**src/design/gfx_defs.svh**
```systemverilog
`ifndef GFX_DEFS_SVH
`define GFX_DEFS_SVH

// parallel fmul lanes, one operand pair each.
`define GFX_FMUL_LANES 2

// single precision field layout.
`define GFX_FLOAT_EXP_BITS  8
`define GFX_FLOAT_MANT_BITS 23

// exponent bias of the binary32 format.
`define GFX_FLOAT_EXP_BIAS 127

// register stages inside gfx_fmul_lane.
`define GFX_FMUL_LANE_STAGES 2

`endif

```
**src/design/gfx.sv**
```systemverilog
`include "gfx_defs.svh"

package gfx;

	// raw field types.
	typedef logic [`GFX_FLOAT_EXP_BITS-1:0]  float_exp;
	typedef logic [`GFX_FLOAT_MANT_BITS-1:0] float_mant;
	typedef logic [`GFX_FLOAT_MANT_BITS:0]   float_mant_full; // hidden one on top.

	// one ieee-754 binary32 word, msb first.
	typedef struct packed {
		logic      sign;
		float_exp  exp;
		float_mant mant;
	} float;

	// operand after input classification.
	typedef struct packed {
		float val;
		logic exp_min; // exponent field zero, operand counts as zero.
		logic slow;    // inf or nan operand.
	} float_special;

	// normalized product, not yet rounded.
	typedef struct packed {
		float normal;
		logic guard;  // first dropped bit.
		logic round;  // second dropped bit.
		logic sticky; // or of everything below.
		logic zero;
		logic slow;
	} float_round;

	localparam int FLOAT_BITS = $bits(float);

	localparam float_exp FLOAT_EXP_BIAS = float_exp'(`GFX_FLOAT_EXP_BIAS);
	localparam float_exp FLOAT_EXP_MAX  = '1; // inf/nan encoding.

	// 1.m from the stored mantissa.
	function automatic float_mant_full full_mant(input float_mant m);
		return {1'b1, m};
	endfunction

	// strip the hidden one again.
	// caller guarantees the msb is set, it is simply dropped.
	function automatic float_mant implicit_mant(input float_mant_full m);
		return m[$bits(float_mant)-1:0];
	endfunction

endpackage

```
**src/design/gfx_fp_classify.sv**
```systemverilog
`timescale 1ns/1ns

`include "gfx_defs.svh"

module gfx_fp_classify (
	input  logic clk,
	input  logic rst,

	input  logic in_valid,
	input  logic [`GFX_FMUL_LANES-1:0][gfx::FLOAT_BITS-1:0] a,
	input  logic [`GFX_FMUL_LANES-1:0][gfx::FLOAT_BITS-1:0] b,

	output gfx::float_special [`GFX_FMUL_LANES-1:0] ops_a,
	output gfx::float_special [`GFX_FMUL_LANES-1:0] ops_b,
	output logic [`GFX_FMUL_LANES-1:0] slow_in, // per lane, either operand special.
	output logic valid_c
);

	logic [`GFX_FMUL_LANES-1:0][gfx::FLOAT_BITS-1:0] raw_a, raw_b; // captured operands.

	// split one raw word and tag it.
	function automatic gfx::float_special unpack(input logic [gfx::FLOAT_BITS-1:0] w);
		gfx::float_special s;
		s.val = gfx::float'(w);
		s.exp_min = s.val.exp == '0;                // zero or denormal, flushed.
		s.slow = s.val.exp == gfx::FLOAT_EXP_MAX;  // inf or nan.
		if (s.exp_min)
			s.val.mant = '0; // denormal fraction is discarded.
		return s;
	endfunction

	always_ff @(posedge clk) begin
		raw_a <= a; // payload, no reset.
		raw_b <= b;
	end

	always_ff @(posedge clk) begin
		if (rst)
			valid_c <= 1'b0;
		else
			valid_c <= in_valid;
	end

	always_comb begin
		for (int i = 0; i < `GFX_FMUL_LANES; i++) begin
			ops_a[i] = unpack(raw_a[i]);
			ops_b[i] = unpack(raw_b[i]);
			slow_in[i] = ops_a[i].slow | ops_b[i].slow; // lane goes slow on either side.
		end
	end

endmodule

```
**src/design/gfx_fmul_lane.sv**
```systemverilog
`timescale 1ns/1ns

module gfx_fmul_lane (
	input  logic              clk,

	input  gfx::float_special a,
	input  gfx::float_special b,
	input  logic              slow_in,

	output gfx::float_round   q
);

	// q = a * b with a = (-1)^s 1.m 2^f and b = (-1)^t 1.n 2^g.
	// both significands lie in [1, 2), so the product lies in [1, 4).
	// a product of 2 or more needs one right shift and exponent + 1.

	logic sign, zero, slow_0;        // stage 0 flags.
	logic overflow_0, overflow_1;    // exponent carry/borrow per stage.
	logic guard, round;              // bits just below the 24-bit top.
	logic lo_msb, lo_reduce;

	gfx::float_exp exp;              // biased exponent sum.
	gfx::float_mant_full hi;         // top of the 48-bit product.
	logic [$bits(gfx::float_mant_full)-3:0] lo;
	gfx::float_round st1;            // stage 1 result.

	assign lo_msb = lo[$bits(lo)-1];
	assign lo_reduce = |lo[$bits(lo)-2:0];

	always_comb begin
		q = st1;
		q.slow = st1.slow | (overflow_1 & ~st1.zero); // normalize carry out of range.
	end

	always_ff @(posedge clk) begin
		// stage 0, sign, exponent sum and mantissa product.
		sign <= a.val.sign ^ b.val.sign;
		zero <= a.exp_min | b.exp_min;
		slow_0 <= slow_in;

		// bit 8 catches both overflow and a borrow below zero.
		{overflow_0, exp} <= {1'b0, a.val.exp} + {1'b0, b.val.exp}
			- {1'b0, gfx::FLOAT_EXP_BIAS};
		{hi, guard, round, lo} <= gfx::full_mant(a.val.mant) * gfx::full_mant(b.val.mant);

		// stage 1, normalize by at most one bit.
		st1.slow <= slow_0 | (overflow_0 & ~zero); // a zero result has no exponent.
		st1.zero <= zero;
		st1.normal.sign <= sign;
		overflow_1 <= 1'b0;

		if (hi[$bits(hi)-1]) begin
			// product in [2, 4), shift right once.
			st1.guard <= guard;
			st1.round <= round;
			st1.sticky <= lo_msb | lo_reduce;
			st1.normal.mant <= gfx::implicit_mant(hi);
			{overflow_1, st1.normal.exp} <= {1'b0, exp} + 9'd1;
		end else begin
			// product in [1, 2), next bit down is the hidden one.
			st1.guard <= round;
			st1.round <= lo_msb;
			st1.sticky <= lo_reduce;
			st1.normal.exp <= exp;
			st1.normal.mant <= gfx::implicit_mant({hi[$bits(hi)-2:0], guard});
		end
	end

endmodule

```
**src/design/gfx_fp_round.sv**
```systemverilog
`timescale 1ns/1ns

`include "gfx_defs.svh"

module gfx_fp_round (
	input  logic clk,
	input  logic rst,

	input  logic valid_c,
	input  gfx::float_round [`GFX_FMUL_LANES-1:0] r,

	output logic [`GFX_FMUL_LANES-1:0][gfx::FLOAT_BITS-1:0] q,
	output logic [`GFX_FMUL_LANES-1:0] slow,
	output logic out_valid
);

	logic [`GFX_FMUL_LANE_STAGES-1:0] valid_sr; // valid beside the lane stages.

	logic [`GFX_FMUL_LANES-1:0] inc;        // round up by one ulp.
	logic [`GFX_FMUL_LANES-1:0] mant_carry; // 1.111.. rolled over to 10.000..
	logic [`GFX_FMUL_LANES-1:0] exp_carry;
	logic [`GFX_FMUL_LANES-1:0] big, tiny;  // result out of the normal range.

	gfx::float_mant [`GFX_FMUL_LANES-1:0] mant_rnd;
	gfx::float_exp  [`GFX_FMUL_LANES-1:0] exp_rnd;

	always_comb begin
		for (int i = 0; i < `GFX_FMUL_LANES; i++) begin
			// nearest even, ties go to an even lsb.
			inc[i] = r[i].guard & (r[i].round | r[i].sticky | r[i].normal.mant[0]);

			{mant_carry[i], mant_rnd[i]} = {1'b0, r[i].normal.mant} + inc[i];
			// on carry the mantissa is already zero, only the exponent moves.
			{exp_carry[i], exp_rnd[i]} = {1'b0, r[i].normal.exp} + mant_carry[i];

			big[i] = exp_carry[i] | (exp_rnd[i] == gfx::FLOAT_EXP_MAX); // overflow.
			tiny[i] = r[i].normal.exp == '0; // denormal range result.
		end
	end

	always_ff @(posedge clk) begin
		for (int i = 0; i < `GFX_FMUL_LANES; i++) begin
			if (r[i].zero) begin
				// signed zero, special operand still reported.
				q[i] <= {r[i].normal.sign, {(gfx::FLOAT_BITS-1){1'b0}}};
				slow[i] <= r[i].slow;
			end else begin
				q[i] <= {r[i].normal.sign, exp_rnd[i], mant_rnd[i]};
				slow[i] <= r[i].slow | big[i] | tiny[i];
			end
		end
	end

	// valid pipeline, matched to classify + lane + this stage.
	always_ff @(posedge clk) begin
		if (rst) begin
			valid_sr <= '0;
			out_valid <= 1'b0;
		end else begin
			valid_sr <= {valid_sr[`GFX_FMUL_LANE_STAGES-2:0], valid_c}; // shift in at the bottom.
			out_valid <= valid_sr[`GFX_FMUL_LANE_STAGES-1];
		end
	end

endmodule

```
**src/design/gfx_fmul.sv**
```systemverilog
`timescale 1ns/1ns

`include "gfx_defs.svh"

module gfx_fmul (
	input  logic clk,
	input  logic rst,

	input  logic in_valid, // one set of operands for every lane.
	input  logic [`GFX_FMUL_LANES-1:0][gfx::FLOAT_BITS-1:0] a,
	input  logic [`GFX_FMUL_LANES-1:0][gfx::FLOAT_BITS-1:0] b,

	output logic out_valid,
	output logic [`GFX_FMUL_LANES-1:0][gfx::FLOAT_BITS-1:0] q,
	output logic [`GFX_FMUL_LANES-1:0] slow // lane result needs the slow path.
);

	gfx::float_special [`GFX_FMUL_LANES-1:0] ops_a, ops_b;
	gfx::float_round   [`GFX_FMUL_LANES-1:0] prod; // per lane, unrounded.

	logic [`GFX_FMUL_LANES-1:0] slow_in;
	logic valid_c;

	gfx_fp_classify i_classify (
		.clk, .rst, .in_valid, .a, .b,
		.ops_a, .ops_b, .slow_in, .valid_c
	);

	for (genvar i = 0; i < `GFX_FMUL_LANES; i++) begin : g_lane
		gfx_fmul_lane i_lane (
			.clk,
			.a(ops_a[i]),
			.b(ops_b[i]),
			.slow_in(slow_in[i]),
			.q(prod[i])
		);
	end

	// rounding and packing for all lanes.
	gfx_fp_round i_round (
		.clk, .rst, .valid_c,
		.r(prod),
		.q, .slow, .out_valid
	);

endmodule

```
**config.mk**
```make
export PLATFORM = sky130hd
export DESIGN_NAME = gfx_fmul
export DESIGN_NICKNAME = d
export VERILOG_FILES = /design/src/design/gfx.sv /design/src/design/gfx_fp_classify.sv /design/src/design/gfx_fmul_lane.sv /design/src/design/gfx_fp_round.sv /design/src/design/gfx_fmul.sv
export VERILOG_INCLUDE_DIRS = /design/src /design/src/design
export SDC_FILE = /design/constraint.sdc
export NUM_CORES = 2
export LEC_CHECK = 0
export BUFFER_PORTS_ARGS = -buffer_cell sky130_fd_sc_hd__buf_2
export CELL_PAD_IN_SITES_DETAIL_PLACEMENT = 0
export CELL_PAD_IN_SITES_GLOBAL_PLACEMENT = 1
export CORE_ASPECT_RATIO = 1.5
export CORE_UTILIZATION = 55
export CTS_BUF_LIST = sky130_fd_sc_hd__clkbuf_2 sky130_fd_sc_hd__clkbuf_4 sky130_fd_sc_hd__clkbuf_8
export CTS_CLUSTER_DIAMETER = 80
export DETAILED_ROUTE_END_ITERATION = 16
export GPL_ROUTABILITY_DRIVEN = 0
export PLACE_DENSITY = 0.95
export SYNTH_ARGS = -nofsm -noshare
export SYNTH_HDL_FRONTEND = slang
export SYNTH_SLANG_ARGS = --single-unit
```
**constraint.sdc**
```tcl
create_clock -name clk -period 18.39 [get_ports clk]
set_input_delay 3.678 -clock clk [delete_from_list [all_inputs] [get_ports clk]]
set_output_delay 3.678 -clock clk [all_outputs]
set_load 0.005 [all_outputs]
```
==> results.toml <==
[status]
outcome = "finished, final reports clean"

[detailed_routing]
routed_wirelength_um = 149000
firstDrtPassIters = 6
avgViaCountPerCell = 5.62
vias = 36600
wire_per_inst_um = 22.9
drt-initial-drc-count = 2880
drc = 0
ant_nets = 0

[grt]
grtUsageTotal_pct = 34.8
first_global_vias = 39800
busiest_layer = "met2"
grt_remaining_overflow = 0
grtUsageMet1_pct = 32.7
antenna_found_initial = 2
met2_usage_pct = 58.8
grt_util_met3_pct = 9.37
grt_max_degree = 33
grt_pass1_wl_um = 226000

[setup_path]
cp.arrival_ns = 10.00
r2r-end = "g_lane[0].i_lane.hi[12]"
rrSetupSlack_ns = 9.04
crit_type = "flip-flop to flip-flop"
r2r_cells = 24
cp_max_fo = 24
timing.rr.start = "i_classify.ops_a[26]"
crit_path_start_kind = "flip-flop"
crit_path_end_kind = "flip-flop"
cp_data_required_time_ns = 19.04

[logic_synthesis]
yosysSeqAreaShare_pct = 16.5
synth_common_cells = "1,174 x inv_1, 966 x fa_1, 672 x nand2_1, 667 x nor2_1, 394 x dfxtp_1"
netlist_instances = 5250
synth_top_area_share_pct = 40.5
yosys.area.top_type = "fa_1"
async_flop_share_pct = 0
synth_cell_type_count = 64
ys_warn_count = 0
synth_edf_count = 0
synthTopCellsByArea = "fa_1 41%, dfxtp_1 17%, ha_1 10%"
synth_fp_nets = 6731
synth_ff_type = "dfxtp_1"
synth-seq-cells = 394
syn_avg_cell_area_um2 = 9.09
synth_area_um2 = 47700
yosysMostFrequentCell = "inv_1"

[clock_network]
clk-insertion-delay-late_ns = 0.76
htreeDepth = 2
cts_hold_buf = 0
cts_buffer_depth = 3
cts_sinks = 394
numCtsBuffers = 61
cts-root-buf = "clkbuf_8"
clkTransAtPathRegs_ns = 0.07
postCtsSetupRepairBufs = 0
cts_tree = "built"
post_cts_resized = 0

[sta]
final.period_utilization_pct = 50.9
tightest_slew_ns = 1.16
period_minus_slack_ns = 9.35
fmax_mhz = 107
fin_skew_ns = 0.0642
finalMaxSlewViolations = 0
slew_headroom_pct = 22.8
rsz0062_at_grt = "no"
fin_tns_setup_ns = 0
setup_viol = 0
finalHoldViolations = 0

[placed_design]
port_buffers = 197
dpl.hpwl_um = 118000

[worst_hold_path]
hp-start = "g_lane[0].i_lane.sign"
hold_class = "flip-flop to flip-flop"
hold_path_depth = 0
min_to = "g_lane[0].i_lane.q[36]"

[layout]
layout-drive-gt1-share_pct = 7.54
syn_to_final_growth_pct = 6.91
n_fill_cell = 7369
final_nets = 6812

[floorplan]
pin_count = 198
die_x_um = 242
die-height_um = 363
rows = 131
initial_core_util_pct = 55.9
core_um2 = 85400
dieArea_um2 = 88000

[run]
maxCapViolCount = 0
## worst max path at each step
stage                                     from                       to  slack [ns]
after floorplan           i_classify.ops_a[26]  g_lane[0].i_lane.hi[19]       11.04
after global placement    i_classify.ops_a[26]  g_lane[0].i_lane.hi[12]        9.59
after detailed placement  i_classify.ops_a[26]  g_lane[0].i_lane.hi[12]        9.35
after CTS                 i_classify.ops_a[26]  g_lane[0].i_lane.hi[12]        9.31
after global routing      i_classify.ops_a[26]  g_lane[0].i_lane.hi[12]        8.73
final                     i_classify.ops_a[26]  g_lane[0].i_lane.hi[12]        9.04
## routing by layer
layer | share of wire (%) | wire length [um] | up-vias
li1 | - | - | 15700
met2 | 48 | 71400 | 2059
met1 | 29 | 43800 | 17900
met5 | 0 | 0 | -
met4 | 14 | 20200 | 0
met3 | 9.3 | 13900 | 942
## logic make-up after synthesis
| logic type | count (synthesis) | synth area share [%] |
|---|---|---|
| flip-flops | 394 | 16.5 |
| AND/OR/NAND/NOR | 1592 | 13.7 |
| buffers and inverters | 1398 | 11.0 |
| AO/OA/AOI/OAI | 299 | 3.94 |
| multiplexers | 53 | 1.25 |
| adder cells (fa/ha/maj) | 1350 | 50.6 |
| XOR/XNOR | 164 | 3.01 |
## critical path: stages (launching register included)
cell	delay, ns
dfxtp_1	0.33
nor4_1	0.33
nand2_1	0.74
nand2_1	0.84
inv_1	0.39
nand2_1	0.21
fa_1	0.41
inv_1	0.10
fa_1	0.47
fa_1	0.52
fa_1	0.80
fa_1	0.52
fa_1	0.50
inv_1	0.05
fa_1	0.47
inv_1	0.04
ha_1	0.35
and3_1	0.20
and3_1	0.19
o41ai_1	0.66
a31oi_1	0.25
o211ai_1	0.38
nand2_1	0.10
a21oi_1	0.21
xnor2_1	0.13
## registers in the layout (all words and copies together), names as in the netlist
| name | flops |
|---|---|
| g_lane.i_lane.q | 72 |
| i_round.q | 64 |
| g_lane.i_lane.hi | 48 |
| i_classify.raw_a | 46 |
| i_classify.raw_b | 46 |
| g_lane.i_lane.lo | 44 |
| i_classify.ops_a | 18 |
| i_classify.ops_b | 18 |
| g_lane.i_lane.exp | 16 |
| g_lane.i_lane.guard | 2 |
| g_lane.i_lane.overflow_0 | 2 |
| g_lane.i_lane.overflow_1 | 2 |
| g_lane.i_lane.round | 2 |
| g_lane.i_lane.sign | 2 |
| g_lane.i_lane.slow_0 | 2 |
| g_lane.i_lane.st1 | 2 |
| g_lane.i_lane.zero | 2 |
| i_round.slow | 2 |
| i_round.valid_sr | 2 |
| i_classify.valid_c | 1 |
| i_round.out_valid | 1 |
## metrics by stage
step           utilization (%)  setup slack, ns  area [um^2]  hold slack, ns  instances
3_5_place_dp              58.0             9.35        49600           0.312       6398
2_1_floorplan                -            11.04        47700           0.310       5250
3_3_place_gp              58.0             9.59        49600           0.313       6398
4_1_cts                   59.7             9.31        51000           0.327       6512
5_1_grt                   59.7             8.73        51000           0.333       6514
6_report                  59.7             9.04        51000           0.326       6515
## layout make-up
class / instances / area, um^2 / area share [%]
multi-input cells: 3458 / 34600 / 67.8
flip-flops and latches: 394 / 7890 / 15.5
inverters: 1187 / 4460 / 8.73
well taps: 1130 / 1410 / 2.77
repair buffers: 229 / 1230 / 2.40
clock buffers: 83 / 1070 / 2.10
clock inverters: 31 / 365 / 0.716
diodes: 3 / 7.51 / 0.0147
## cells in the final DEF, fill, tap and decap left out, types with 11 or more instances in the layout
cell type	n
dfxtp_1	393
xor2_1	84
o21ai_0	42
o21ai_1	22
clkbuf_4	11
xnor2_1	80
nor4_1	22
o21bai_1	22
inv_1	1174
nor2_1	667
nand3_1	66
clkinv_2	11
a21oi_1	111
clkinv_1	13
clkbuf_8	72
and3_1	24
buf_4	32
nor3_1	15
buf_2	197
nor2b_1	15
nand4_1	29
ha_1	384
nand2_1	672
mux2_2	52
fa_1	966
and2_1	50
a21o_1	38
Power is left out: the tool's default activity adds up to more than one toggle a clock period on the data nets, which glitch-free logic cannot reach.
